**config.mk**
```make
export PLATFORM = sky130hd
export DESIGN_NAME = nfc_emulation_top
export DESIGN_NICKNAME = d
export VERILOG_FILES = /design/src/source/iso14443_pkg.sv /design/src/source/field_reset_ctrl.sv /design/src/source/four_phase_tx.sv /design/src/source/miller_frame_decode.sv /design/src/source/miller_symbol_detect.sv /design/src/source/nfc_emulation_top.sv
export VERILOG_INCLUDE_DIRS = /design/src /design/src/include
export SDC_FILE = /design/constraint.sdc
export NUM_CORES = 1
export LEC_CHECK = 0
export BUFFER_PORTS_ARGS = -buffer_cell sky130_fd_sc_hd__buf_4
export CAP_MARGIN = 20
export CORE_ASPECT_RATIO = 1.75
export CORE_MARGIN = 5
export CORE_UTILIZATION = 44
export CTS_BUF_LIST = sky130_fd_sc_hd__clkbuf_8
export CTS_CLUSTER_SIZE = 24
export DETAILED_ROUTE_END_ITERATION = 10
export PLACE_DENSITY = 0.64
export SLEW_MARGIN = 10
export SYNTH_ARGS = -nofsm -noshare
export SYNTH_HDL_FRONTEND = slang
export SYNTH_SLANG_ARGS = --single-unit
```
**constraint.sdc**
```tcl
create_clock -name clk_13p56_tmp -period 3.15 [get_ports clk_13p56_tmp]
set_clock_uncertainty 0.1 [all_clocks]
set_input_delay 0.315 -clock clk_13p56_tmp [delete_from_list [all_inputs] [get_ports clk_13p56_tmp]]
set_output_delay 0.315 -clock clk_13p56_tmp [all_outputs]
set_load 0.01 [all_outputs]
```
**src/include/iso14443_consts.svh**
```systemverilog
`ifndef ISO14443_CONSTS_SVH
`define ISO14443_CONSTS_SVH

// ==============================
// bit window timing
// ==============================

// 13.56 MHz ticks per bit window (fc/128)
`define ISO_BIT_TICKS 128
// nominal offset of the pause for a sequence X
`define ISO_HALF_TICKS 64

// pause start offsets, in ticks from the window start
// sequence Z: pause near the start of the window
`define ISO_Z_WIN_MAX 31
// sequence X: pause around the middle of the window
`define ISO_X_WIN_MIN 48
`define ISO_X_WIN_MAX 79

// ==============================
// field supervision
// ==============================

// low ticks on pause_sync before the field counts as gone (two bit windows)
`define ISO_FIELD_LOSS_TICKS 255

`endif

```
**src/source/iso14443_pkg.sv**
```systemverilog
package iso14443_pkg;

    // ==============================
    // miller symbols
    // ==============================

    // sequences X, Y, Z of modified miller coding, plus a bad pause position
    typedef enum logic [1:0] {
        SYM_X,
        SYM_Y,
        SYM_Z,
        SYM_ERR
    } miller_sym_e;

    // one-cycle strobe from the symbol detector
    typedef struct packed {
        logic        valid;
        miller_sym_e kind;
    } miller_sym_t;

    // ==============================
    // decoded items
    // ==============================

    typedef enum logic [1:0] {
        RX_SOF,
        RX_BIT,
        RX_EOF,
        RX_ERR
    } rx_kind_e;

    // value only means something for RX_BIT
    typedef struct packed {
        rx_kind_e kind;
        logic     value;
    } rx_item_t;

    // ==============================
    // field events
    // ==============================

    typedef enum logic {
        EVT_FIELD_LOST,
        EVT_FIELD_READY
    } field_evt_e;

    typedef struct packed {
        field_evt_e evt;
    } field_evt_t;

endpackage

```
**src/source/field_reset_ctrl.sv**
```systemverilog
`timescale 1ns/1ns

`include "iso14443_consts.svh"

module field_reset_ctrl import iso14443_pkg::*; (
    input  logic       clk_13p56_tmp,
    input  logic       rst_n,
    input  logic       pause_n,
    input  logic       clk_locked,
    output logic       pause_sync,
    output logic       clk_13p56_en,
    output logic       card_rst_n,
    output logic       evt_push,
    output field_evt_t evt_data
);

    localparam logic [7:0] LOSS_MAX = 8'(`ISO_FIELD_LOSS_TICKS);

    logic       pause_meta;
    logic [7:0] loss_cnt;
    logic       card_rst_nxt;

    // ==============================
    // pause_n synchroniser
    // ==============================

    // idles high, no pause means carrier present
    always_ff @(posedge clk_13p56_tmp or negedge rst_n) begin
        if (!rst_n) begin
            pause_meta <= 1'b1;
            pause_sync <= 1'b1;
        end else begin
            pause_meta <= pause_n;
            pause_sync <= pause_meta;
        end
    end

    // ==============================
    // clock enable and card reset
    // ==============================

    // card held in reset when the field has been gone too long
    // or the clock source is not locked
    assign card_rst_nxt = !((loss_cnt == LOSS_MAX) || !clk_locked);

    always_ff @(posedge clk_13p56_tmp or negedge rst_n) begin
        if (!rst_n) begin
            clk_13p56_en <= 1'b0;
            loss_cnt     <= 8'd0;
            card_rst_n   <= 1'b0;
            evt_push     <= 1'b0;
        end else begin
            // card clock only runs while the carrier is on
            clk_13p56_en <= pause_sync;

            // saturating count of low ticks, cleared by any high tick
            if (pause_sync) begin
                loss_cnt <= 8'd0;
            end else if (loss_cnt != LOSS_MAX) begin
                loss_cnt <= loss_cnt + 8'd1;
            end

            card_rst_n <= card_rst_nxt;
            // one push per reset edge, lands with the new card_rst_n level
            evt_push   <= (card_rst_nxt != card_rst_n);
        end
    end

    // event kind follows the current reset level
    // falling edge gives LOST, rising edge gives READY
    assign evt_data.evt = card_rst_n ? EVT_FIELD_READY : EVT_FIELD_LOST;

endmodule

```
**src/source/four_phase_tx.sv**
```systemverilog
`timescale 1ns/1ns

module four_phase_tx #(
    parameter type payload_t = logic
) (
    input  logic     clk_13p56_tmp,
    input  logic     rst_n,
    input  logic     push,
    input  payload_t push_data,
    output logic     req,
    input  logic     ack,
    output payload_t data
);

    typedef enum logic [1:0] {
        ST_IDLE,
        ST_WAIT_ACK_HI,
        ST_WAIT_ACK_LO
    } tx_state_e;

    tx_state_e state;

    // ==============================
    // handshake FSM
    // ==============================

    // idle -> req high -> ack high -> req low -> ack low -> idle
    // a push outside idle is lost
    always_ff @(posedge clk_13p56_tmp or negedge rst_n) begin
        if (!rst_n) begin
            state <= ST_IDLE;
        end else begin
            case (state)
                ST_IDLE: begin
                    if (push) begin
                        state <= ST_WAIT_ACK_HI;
                    end
                end
                ST_WAIT_ACK_HI: begin
                    if (ack) begin
                        state <= ST_WAIT_ACK_LO;
                    end
                end
                ST_WAIT_ACK_LO: begin
                    if (!ack) begin
                        state <= ST_IDLE;
                    end
                end
                default: begin
                    state <= ST_IDLE;
                end
            endcase
        end
    end

    assign req = (state == ST_WAIT_ACK_HI);

    // data captured once per item, stays put until ack falls
    always_ff @(posedge clk_13p56_tmp) begin
        if ((state == ST_IDLE) && push) begin
            data <= push_data;
        end
    end

endmodule

```
**src/source/miller_frame_decode.sv**
```systemverilog
`timescale 1ns/1ns

module miller_frame_decode import iso14443_pkg::*; (
    input  logic        clk_13p56_tmp,
    input  logic        card_rst_n,
    input  miller_sym_t sym,
    output logic        item_push,
    output rx_item_t    item
);

    logic     in_frame;
    // a decoded bit waits one symbol, the closing 0 never leaves
    logic     held_valid;
    // last decoded bit, also picks the meaning of the next Z or Y
    logic     held_bit;
    logic     in_frame_nxt;
    logic     held_valid_nxt;
    logic     held_bit_nxt;
    logic     push_nxt;
    rx_item_t item_nxt;

    // ==============================
    // symbol to item mapping
    // ==============================

    always_comb begin
        in_frame_nxt   = in_frame;
        held_valid_nxt = held_valid;
        held_bit_nxt   = held_bit;
        push_nxt       = 1'b0;
        // most pushes release the held bit
        item_nxt       = '{kind: RX_BIT, value: held_bit};

        if (sym.valid) begin
            if (!in_frame) begin
                // outside a frame only a Z means anything
                if (sym.kind == SYM_Z) begin
                    in_frame_nxt   = 1'b1;
                    held_valid_nxt = 1'b0;
                    // start of communication counts as a 0
                    held_bit_nxt   = 1'b0;
                    push_nxt       = 1'b1;
                    item_nxt       = '{kind: RX_SOF, value: 1'b0};
                end
            end else begin
                case (sym.kind)
                    SYM_X: begin
                        push_nxt       = held_valid;
                        held_valid_nxt = 1'b1;
                        held_bit_nxt   = 1'b1;
                    end
                    SYM_Z: begin
                        if (held_bit) begin
                            // Z right after X is not allowed
                            in_frame_nxt = 1'b0;
                            push_nxt     = 1'b1;
                            item_nxt     = '{kind: RX_ERR, value: 1'b0};
                        end else begin
                            push_nxt       = held_valid;
                            held_valid_nxt = 1'b1;
                            held_bit_nxt   = 1'b0;
                        end
                    end
                    SYM_Y: begin
                        if (held_bit) begin
                            // 0 after a 1 is sent as Y
                            push_nxt       = held_valid;
                            held_valid_nxt = 1'b1;
                            held_bit_nxt   = 1'b0;
                        end else begin
                            // 0 then Y, end of frame eats the 0
                            in_frame_nxt = 1'b0;
                            push_nxt     = 1'b1;
                            item_nxt     = '{kind: RX_EOF, value: 1'b0};
                        end
                    end
                    default: begin
                        in_frame_nxt = 1'b0;
                        push_nxt     = 1'b1;
                        item_nxt     = '{kind: RX_ERR, value: 1'b0};
                    end
                endcase
            end
        end
    end

    // ==============================
    // registers
    // ==============================

    always_ff @(posedge clk_13p56_tmp or negedge card_rst_n) begin
        if (!card_rst_n) begin
            in_frame   <= 1'b0;
            held_valid <= 1'b0;
            held_bit   <= 1'b0;
            item_push  <= 1'b0;
        end else begin
            in_frame   <= in_frame_nxt;
            held_valid <= held_valid_nxt;
            held_bit   <= held_bit_nxt;
            item_push  <= push_nxt;
        end
    end

    // item only read while item_push is high
    always_ff @(posedge clk_13p56_tmp) begin
        item <= item_nxt;
    end

endmodule

```
**src/source/miller_symbol_detect.sv**
```systemverilog
`timescale 1ns/1ns

`include "iso14443_consts.svh"

module miller_symbol_detect import iso14443_pkg::*; (
    input  logic        clk_13p56_tmp,
    input  logic        card_rst_n,
    input  logic        pause_sync,
    output miller_sym_t sym
);

    localparam int TICK_W = $clog2(`ISO_BIT_TICKS);
    localparam logic [TICK_W-1:0] LAST_TICK = TICK_W'(`ISO_BIT_TICKS - 1);

    logic              pause_prev;
    logic              fall;
    // in a frame, window grid running
    logic              active;
    // the window that carried the start of communication
    logic              soc_window;
    logic [TICK_W-1:0] tick;
    logic              pause_seen;
    logic [TICK_W-1:0] pause_off;
    logic              prev_y;
    logic              cur_seen;
    logic [TICK_W-1:0] cur_off;
    miller_sym_e       win_sym;

    assign fall = pause_prev && !pause_sync;

    // ==============================
    // window classification
    // ==============================

    // a pause falling on the last tick still counts for this window
    assign cur_seen = pause_seen || fall;
    assign cur_off  = pause_seen ? pause_off : tick;

    always_comb begin
        if (!cur_seen) begin
            // no pause at all
            win_sym = SYM_Y;
        end else if (cur_off <= TICK_W'(`ISO_Z_WIN_MAX)) begin
            win_sym = SYM_Z;
        end else if ((cur_off >= TICK_W'(`ISO_X_WIN_MIN)) &&
                     (cur_off <= TICK_W'(`ISO_X_WIN_MAX))) begin
            win_sym = SYM_X;
        end else begin
            // pause between the legal ranges
            win_sym = SYM_ERR;
        end
    end

    // ==============================
    // window grid
    // ==============================

    always_ff @(posedge clk_13p56_tmp or negedge card_rst_n) begin
        if (!card_rst_n) begin
            pause_prev <= 1'b1;
            active     <= 1'b0;
            soc_window <= 1'b0;
            tick       <= '0;
            pause_seen <= 1'b0;
            pause_off  <= '0;
            prev_y     <= 1'b0;
            sym        <= '{valid: 1'b0, kind: SYM_X};
        end else begin
            pause_prev <= pause_sync;
            // strobe, low unless set below
            sym        <= '{valid: 1'b0, kind: SYM_X};

            if (!active) begin
                // first pause of a frame is the start of communication
                if (fall) begin
                    active     <= 1'b1;
                    soc_window <= 1'b1;
                    // the edge cycle itself is offset 0
                    tick       <= TICK_W'(1);
                    pause_seen <= 1'b0;
                    prev_y     <= 1'b0;
                    sym        <= '{valid: 1'b1, kind: SYM_Z};
                end
            end else begin
                tick <= tick + TICK_W'(1);

                // only the first pause in a window sets its offset
                if (fall && !pause_seen) begin
                    pause_seen <= 1'b1;
                    pause_off  <= tick;
                end

                if (tick == LAST_TICK) begin
                    pause_seen <= 1'b0;
                    if (soc_window) begin
                        // Z already sent at the edge
                        soc_window <= 1'b0;
                    end else begin
                        sym    <= '{valid: 1'b1, kind: win_sym};
                        prev_y <= (win_sym == SYM_Y);
                        // two Y in a row is idle carrier, ERR aborts
                        if ((win_sym == SYM_ERR) || ((win_sym == SYM_Y) && prev_y)) begin
                            active <= 1'b0;
                        end
                    end
                end
            end
        end
    end

endmodule

```
**src/source/nfc_emulation_top.sv**
```systemverilog
`timescale 1ns/1ns

module nfc_emulation_top import iso14443_pkg::*; (
    input  logic       clk_13p56_tmp,
    input  logic       rst_n,
    input  logic       pause_n,
    input  logic       clk_locked,
    output logic       clk_13p56_en,
    output logic       card_rst_n,
    output logic       rx_req,
    input  logic       rx_ack,
    output rx_item_t   rx_data,
    output logic       evt_req,
    input  logic       evt_ack,
    output field_evt_t evt_data
);

    logic        pause_sync;
    logic        evt_push;
    field_evt_t  evt_item;
    miller_sym_t sym;
    logic        item_push;
    rx_item_t    item;

    // ==============================
    // field and reset supervision
    // ==============================

    // runs on rst_n so it keeps going while the card is held in reset
    field_reset_ctrl u_field_reset_ctrl (
        .clk_13p56_tmp (clk_13p56_tmp),
        .rst_n         (rst_n),
        .pause_n       (pause_n),
        .clk_locked    (clk_locked),
        .pause_sync    (pause_sync),
        .clk_13p56_en  (clk_13p56_en),
        .card_rst_n    (card_rst_n),
        .evt_push      (evt_push),
        .evt_data      (evt_item)
    );

    // ==============================
    // reader to card decode
    // ==============================

    miller_symbol_detect u_symbol_detect (
        .clk_13p56_tmp (clk_13p56_tmp),
        .card_rst_n    (card_rst_n),
        .pause_sync    (pause_sync),
        .sym           (sym)
    );

    miller_frame_decode u_frame_decode (
        .clk_13p56_tmp (clk_13p56_tmp),
        .card_rst_n    (card_rst_n),
        .sym           (sym),
        .item_push     (item_push),
        .item          (item)
    );

    // ==============================
    // output channels
    // ==============================

    // decoded items, cleared along with the card logic
    four_phase_tx #(
        .payload_t (rx_item_t)
    ) u_rx_tx (
        .clk_13p56_tmp (clk_13p56_tmp),
        .rst_n         (card_rst_n),
        .push          (item_push),
        .push_data     (item),
        .req           (rx_req),
        .ack           (rx_ack),
        .data          (rx_data)
    );

    // field events must survive card reset
    four_phase_tx #(
        .payload_t (field_evt_t)
    ) u_evt_tx (
        .clk_13p56_tmp (clk_13p56_tmp),
        .rst_n         (rst_n),
        .push          (evt_push),
        .push_data     (evt_item),
        .req           (evt_req),
        .ack           (evt_ack),
        .data          (evt_data)
    );

endmodule
```
==> metrics.txt, run 1 <==
Min Hold Slack -8.57 ps; Core Region 4710 µm²; post-synthesis cell count 206; final critical-path required period 1750 ps; via count 1531; clk sinks 46; FP Rows 33; Max Root-Sink Buffers 2; Routed WL per cell 14.0 µm; critical path type register to register; reg2reg setup slack about 1400 ps; number of synthesized flops with an enable pin 4; synthesized cell area 2140 µm²; Clock Pin Slew Worst Setup and Hold Paths 100 ps; clock group share of total power 0.253; P_sw 472 µW; RePlAce Congestion 0.821; drt drc 0; Initial Util 0.454; initial antenna violation count 0; reg-to-reg critical path endpoint u_field_reset_ctrl.evt_push; asr flop ratio synth 0.848; DR iter-0 viols 29; Avg Inst Size Synth 10.4 µm²; total die area 6410 µm²; commonest non-fill, non-tap cell in the layout dfrtp_1; Tcrit/Tclk final 0.556; Syn-to-layout area delta 11.4%; final hold vios 2; TritonCTS Buffers 5; first-pass GRT wire length around 7000 µm; fmax around 0.57 GHz; IO Port Bufs 13; largest net degree at the start of global routing 23; worst r2r src u_field_reset_ctrl.loss_cnt[0]; clk_lat worst skew 290 ps; Ports 14; Initial DRT Pass Iterations 5; endpoint type of the worst setup path register; CTS root buffer clkbuf_8; Reg2Reg Depth 5; CTS tree yes; Hold Buf Count CTS 1; WP data required between 3000 and 4000 ps; Max VDD drop 405 µV; run status finished with violations; layout cells sized above 1 0.143; Die Width 62.7 µm; sequential area share after synthesis 0.543; Core Util, Final 0.506; final slew viol count 0; final net count 234; remaining antenna violation count after routing 0; sequential power share 0.555; critical path arrival ~1800 ps; internal power 1.01 mW; Yosys reg bits 46; RSZ-0062 raised after global routing false; Slew @ Worst Pin 520 ps; vias in the first global route 1504; routed vias/inst 5.57; Comb pwr share 0.192; commonest cells after routing, fill and taps aside dfrtp_1, nand2_1, nor2_1; count of cell types in the netlist 49; Synth Warn # 0; global route overflow 0; Post-CTS Setup Repair Bufs 0; Hold Path Class register to async pin; Net Sw Frac 0.318; total routed wirelength 3850 µm; Cell Pwr Density 623 nW/µm²; Total Power between 1 and 1.5 mW; syn_nets 218; Leak approximately 1.0 nW; CP Max Fanout 6; ANT cells 0; failing checks hold timing; post-CTS sizing 0; H-Tree Depth 2; GRT Total Usage 0.136; top_reg_cell synth dfrtp_1; Relative slew margins 0.653; setup violators final 0; CP Launch Type register; post-detail-place hpwl between 2000 and 3000 µm; Fillers 444; Post-Route Setup TNS 0 ps; Die H 102 µm; max_cap viols 0
area by class of cell:
type | instances | area (µm²) | share of cell area
Clock buffer | 5 | 68.8 | 0.0289
Timing Repair Buffer | 16 | 125 | 0.0525
Sequential cell | 46 | 1160 | 0.487
Inverter | 10 | 37.5 | 0.0158
Clock inverter | 3 | 28.8 | 0.0121
Multi-Input combinational cell | 143 | 896 | 0.376
Tap cell | 52 | 65.1 | 0.0273
power by group through the flow:
| stage | Clock [mW] | Combinational, mW | Sequential, mW |
|---|---|---|---|
| 2_1_floorplan | 0 | 0.234 | 0.795 |
| 3_3_place_gp | 0 | 0.282 | 0.831 |
| 3_5_place_dp | 0 | 0.288 | 0.836 |
| 4_1_cts | 0.393 | 0.290 | 0.825 |
| 5_1_grt | 0.426 | 0.327 | 0.848 |
| 6_report | 0.376 | 0.285 | 0.822 |
cell usage after synthesis, drive strengths merged, types with 2 or more instances:
library cell,count,area [µm²]
a211oi,3,22.5
nor2b,5,31.3
inv,10,37.5
dfxtp,3,60.1
xnor2,4,35.0
mux2,4,45.0
clkbuf,2,7.51
a21boi,2,15.0
nand4,4,25.0
a21o,2,15.0
nor3,11,66.3
nand2,18,67.6
ha,6,75.1
nand3,4,20.0
mux2i,3,30.0
o21bai,2,15.0
dfrtp,36,901
a31oi,5,31.3
nor2,18,67.6
dfstp,3,78.8
o31ai,2,15.0
buf,5,36.3
a21oi,14,70.1
edfxtp,4,120
nor3b,2,15.0
nand2b,5,38.8
o21ai,12,60.1
cells by family after synthesis:
logic type,Yosys count,share of synthesized area
flops,46,0.543
fa+ha+maj,6,0.0351
buf+inv,17,0.0381
xor+xnor,5,0.0205
simple gates,73,0.175
compound gates,52,0.153
mux,7,0.0351
routing by layer:
| layer | up-vias | part of all wire | GRT usage |
|---|---|---|---|
| met1 | 730 | 0.39 | 0.148 |
| met3 | 10 | 0.025 | 0.0352 |
| met4 | 0 | 0.029 | 0.0686 |
| met5 | - | 0 | 0 |
| met2 | 29 | 0.56 | 0.243 |
| li1 | 762 | - | - |
state kept, by name, indices dropped and copies added, names as in the netlist, 2 cells and up:
name,count
u_field_reset_ctrl.loss_cnt,8
u_symbol_detect.tick,7
u_symbol_detect.pause_off,3
u_rx_tx.data,3
u_evt_tx.state,2
u_rx_tx.state,2
u_symbol_detect.sym,3
u_frame_decode.item,3
metrics by stage:
step	setup slack, ps	std cells	hold WS [ps]	area, µm²
finish	1400	275	-8.57	2380
global route	1250	275	36.2	2380
CTS	1420	274	5.82	2370
detailed placement	1440	265	-6.30	2260
global placement	1480	265	-4.22	2260
floorplan	1460	206	-80.6	2140
worst max-delay path: stages, from the launching register on:
cell     delay (ps)
dfrtp_1         410
ha_1            290
nand4_1         170
or2_1           330
and2_1          200
xor2_1          140
how the worst max path moves through the flow:
stage / start / endpoint / slack, ps / cells past startpoint
3_3_place_gp: u_symbol_detect.active / u_symbol_detect.active / 1480 / 3
6_report: u_field_reset_ctrl.loss_cnt[0] / u_field_reset_ctrl.evt_push / 1400 / 5
3_5_place_dp: u_symbol_detect.active / u_symbol_detect.active / 1440 / 3
2_1_floorplan: u_field_reset_ctrl.loss_cnt[0] / u_field_reset_ctrl.evt_push / 1460 / 6
5_1_grt: u_field_reset_ctrl.loss_cnt[0] / u_field_reset_ctrl.evt_push / 1250 / 5
4_1_cts: u_field_reset_ctrl.loss_cnt[0] / u_field_reset_ctrl.evt_push / 1420 / 5
No activity file was read; power rests on OpenSTA's default activity.
==> inputs of run 2 (changes only) <==
--- a/config.mk
+++ b/config.mk
@@ -14,7 +14,7 @@
 export CTS_BUF_LIST = sky130_fd_sc_hd__clkbuf_8
 export CTS_CLUSTER_SIZE = 24
 export DETAILED_ROUTE_END_ITERATION = 10
-export PLACE_DENSITY = 0.64
+export PLACE_DENSITY = 0.66
 export SLEW_MARGIN = 10
 export SYNTH_ARGS = -nofsm -noshare
 export SYNTH_HDL_FRONTEND = slang
==> constraint.sdc (replaced) <==
create_clock -name clk_13p56_tmp -period 1.4 [get_ports clk_13p56_tmp]
set_clock_uncertainty 0.1 [all_clocks]
set_input_delay 0.14 -clock clk_13p56_tmp [delete_from_list [all_inputs] [get_ports clk_13p56_tmp]]
set_output_delay 0.14 -clock clk_13p56_tmp [all_outputs]
set_load 0.01 [all_outputs]
==> metrics.txt, run 2 (same netlist as run 1, synthesis figures left out) <==
biggest regs u_field_reset_ctrl.loss_cnt: 8 flops, u_symbol_detect.tick: 7 flops; Post-Route Setup TNS -155 ps (-155 ps); GRT Total Usage 0.156 (+0.0204); global route overflow 0 (unchanged); multi-input logic area 1100 µm² (+23%); Core Region 4710 µm² (unchanged); Tcrit/Tclk final 1.03 (+0.474); CP Launch Point u_field_reset_ctrl.loss_cnt[1]; total routed wirelength 4460 µm (+16%); reg2reg setup slack -40 ps (-1440 ps); total die area 6410 µm² (unchanged); Initial Util 0.454 (unchanged); run status finished with violations; critical path type register to register; vias in the first global route 1788 (+19%); Finished Cell Area 2910 µm² (+22%); Fillers 388 (-13%); max_cap viols 0 (unchanged); reg-to-reg critical path endpoint u_field_reset_ctrl.evt_push; endpoint type of the worst setup path register; commonest cells after routing, fill and taps aside buf_4, dfrtp_1, nand2_1; Biggest register u_field_reset_ctrl.loss_cnt; setup violators final 6 (+6); post-detail-place hpwl 3240 µm (+13%); largest net degree at the start of global routing 25 (+8.7%); Min Hold Slack 120 ps (+129 ps); WL met3 99 µm (+3.1%); CTS root buffer clkbuf_8; Initial DRT Pass Iterations 4 (-1); RePlAce Congestion 0.838 (+2.0%); Post-Route M1 WL 1680 µm (+12%); H-Tree Depth 2 (unchanged); CP Launch Type register; Max VDD drop 923 µV (+130%); Relative slew margins 0.782 (+0.129); CP Max Fanout 3 (-3); pre-CTS WS -160 ps (-1600 ps); Max Root-Sink Buffers 2 (unchanged); FP Rows 33 (unchanged); Reg area 1160 µm² (+0.43%); TritonCTS Buffers 5 (unchanged); Max Used Layer met4; RSZ-0062 raised after global routing true; final critical-path required period 1440 ps (-310 ps); Clock Pin Slew Worst Setup and Hold Paths 90 ps (about the same); final net count 271 (+16%); Leak 1.27 nW (+21%); remaining antenna violation count after routing 0 (unchanged); Die Width 62.7 µm (unchanged); final hold vios 0 (-2); critical path arrival 1530 ps (-300 ps); DR iter-0 viols 63 (+120%); metal2 WL 2600 µm (+21%); Slew @ Worst Pin 327 ps (-193 ps); drt drc 0 (unchanged); Worst Setup Slack, final -42.7 ps (-1440 ps); ANT cells 0 (unchanged); Hold Path Class primary input to async pin; dpl cell area 2540 µm² (+12%); Ports 14 (unchanged); fmax 0.693 GHz (+21%); Die H 102 µm (unchanged); clk_lat worst skew 300 ps (about the same); Routed WL per cell 14.3 µm (+2.0%); initial antenna violation count 0 (unchanged); Syn-to-layout area delta 36.1%; final slew viol count 0 (unchanged); first-pass GRT wire length 7930 µm (+14%); Cell Pwr Density 1320 nW/µm² (+110%); worst r2r src u_field_reset_ctrl.loss_cnt[1]; via count 1683 (+9.9%); max reg flops 8 (unchanged); commonest non-fill, non-tap cell in the layout buf_4; failing checks setup timing; routed vias/inst 5.39 (-3.1%); clk sinks 46 (unchanged); WP data required 1490 ps (-1740 ps); Reg2Reg Depth 5 (unchanged); layout cells sized above 1 0.396 (+0.253); CTS tree yes; Total Power 3.85 mW (+160%); IO Port Bufs 13 (unchanged)
[run 2: cell types whose count changed in the layout (fill, tap and decap cells not counted), sizes merged]
cell	change
bufinv	+1
inv	-2
buf	+34
dlygate4sd3	+3
clkinv	+1
[run 2: what timing repair did]
action                     4_1_cts  5_1_grt
hold buffers                     5        0
resized for setup               22       30
setup buffers                    3        3
setup endpoints to repair       16       26
hold endpoints to repair        19        0
pin swaps                        5       14
[run 2: cell type report]
cell class,count,area share
flip-flops and latches,46,0.401
inverters,10,0.0146
clock buffers,5,0.0237
well taps,52,0.0224
repair buffers,53,0.146
multi-input cells,143,0.379
clock inverters,3,0.0138
[run 2: worst max-delay path by stage]
stage,endpoint,slack (ps),depth (start not counted)
finish,u_field_reset_ctrl.evt_push,-40,5
global route,u_symbol_detect.active,-120,5
CTS,u_symbol_detect.active,-90,4
detailed placement,u_frame_decode.item[1],-160,5
global placement,u_symbol_detect.active,-100,4
floorplan,u_field_reset_ctrl.evt_push,-150,6
[run 2: routing by layer]
| layer | GRT usage | up-vias |
|---|---|---|
| met5 | 0 | - |
| met4 | 0.0654 | 0 |
| met3 | 0.0374 | 6 |
| met2 | 0.296 | 16 |
| met1 | 0.163 | 828 |
| li1 | - | 833 |
[run 2: report_power, final]
| group | switching [mW] | total (mW) | internal (mW) |
|---|---|---|---|
| logic | 0.518 | 1.10 | 0.584 |
| clock network | 0.435 | 0.960 | 0.525 |
| registers | 0.215 | 1.79 | 1.57 |
[run 2: worst max-delay path, stage by stage, from the launching register on]
cell,delay (ps)
dfrtp_1,400
ha_4,150
nand4_1,100
or2_4,300
and2_4,150
xor2_1,130
[run 2: stage by stage]
stage,std cells,util
after floorplan,206,-
after global placement,293,0.540
after detailed placement,293,0.540
after CTS,309,0.591
after global routing,312,0.618
final,312,0.618
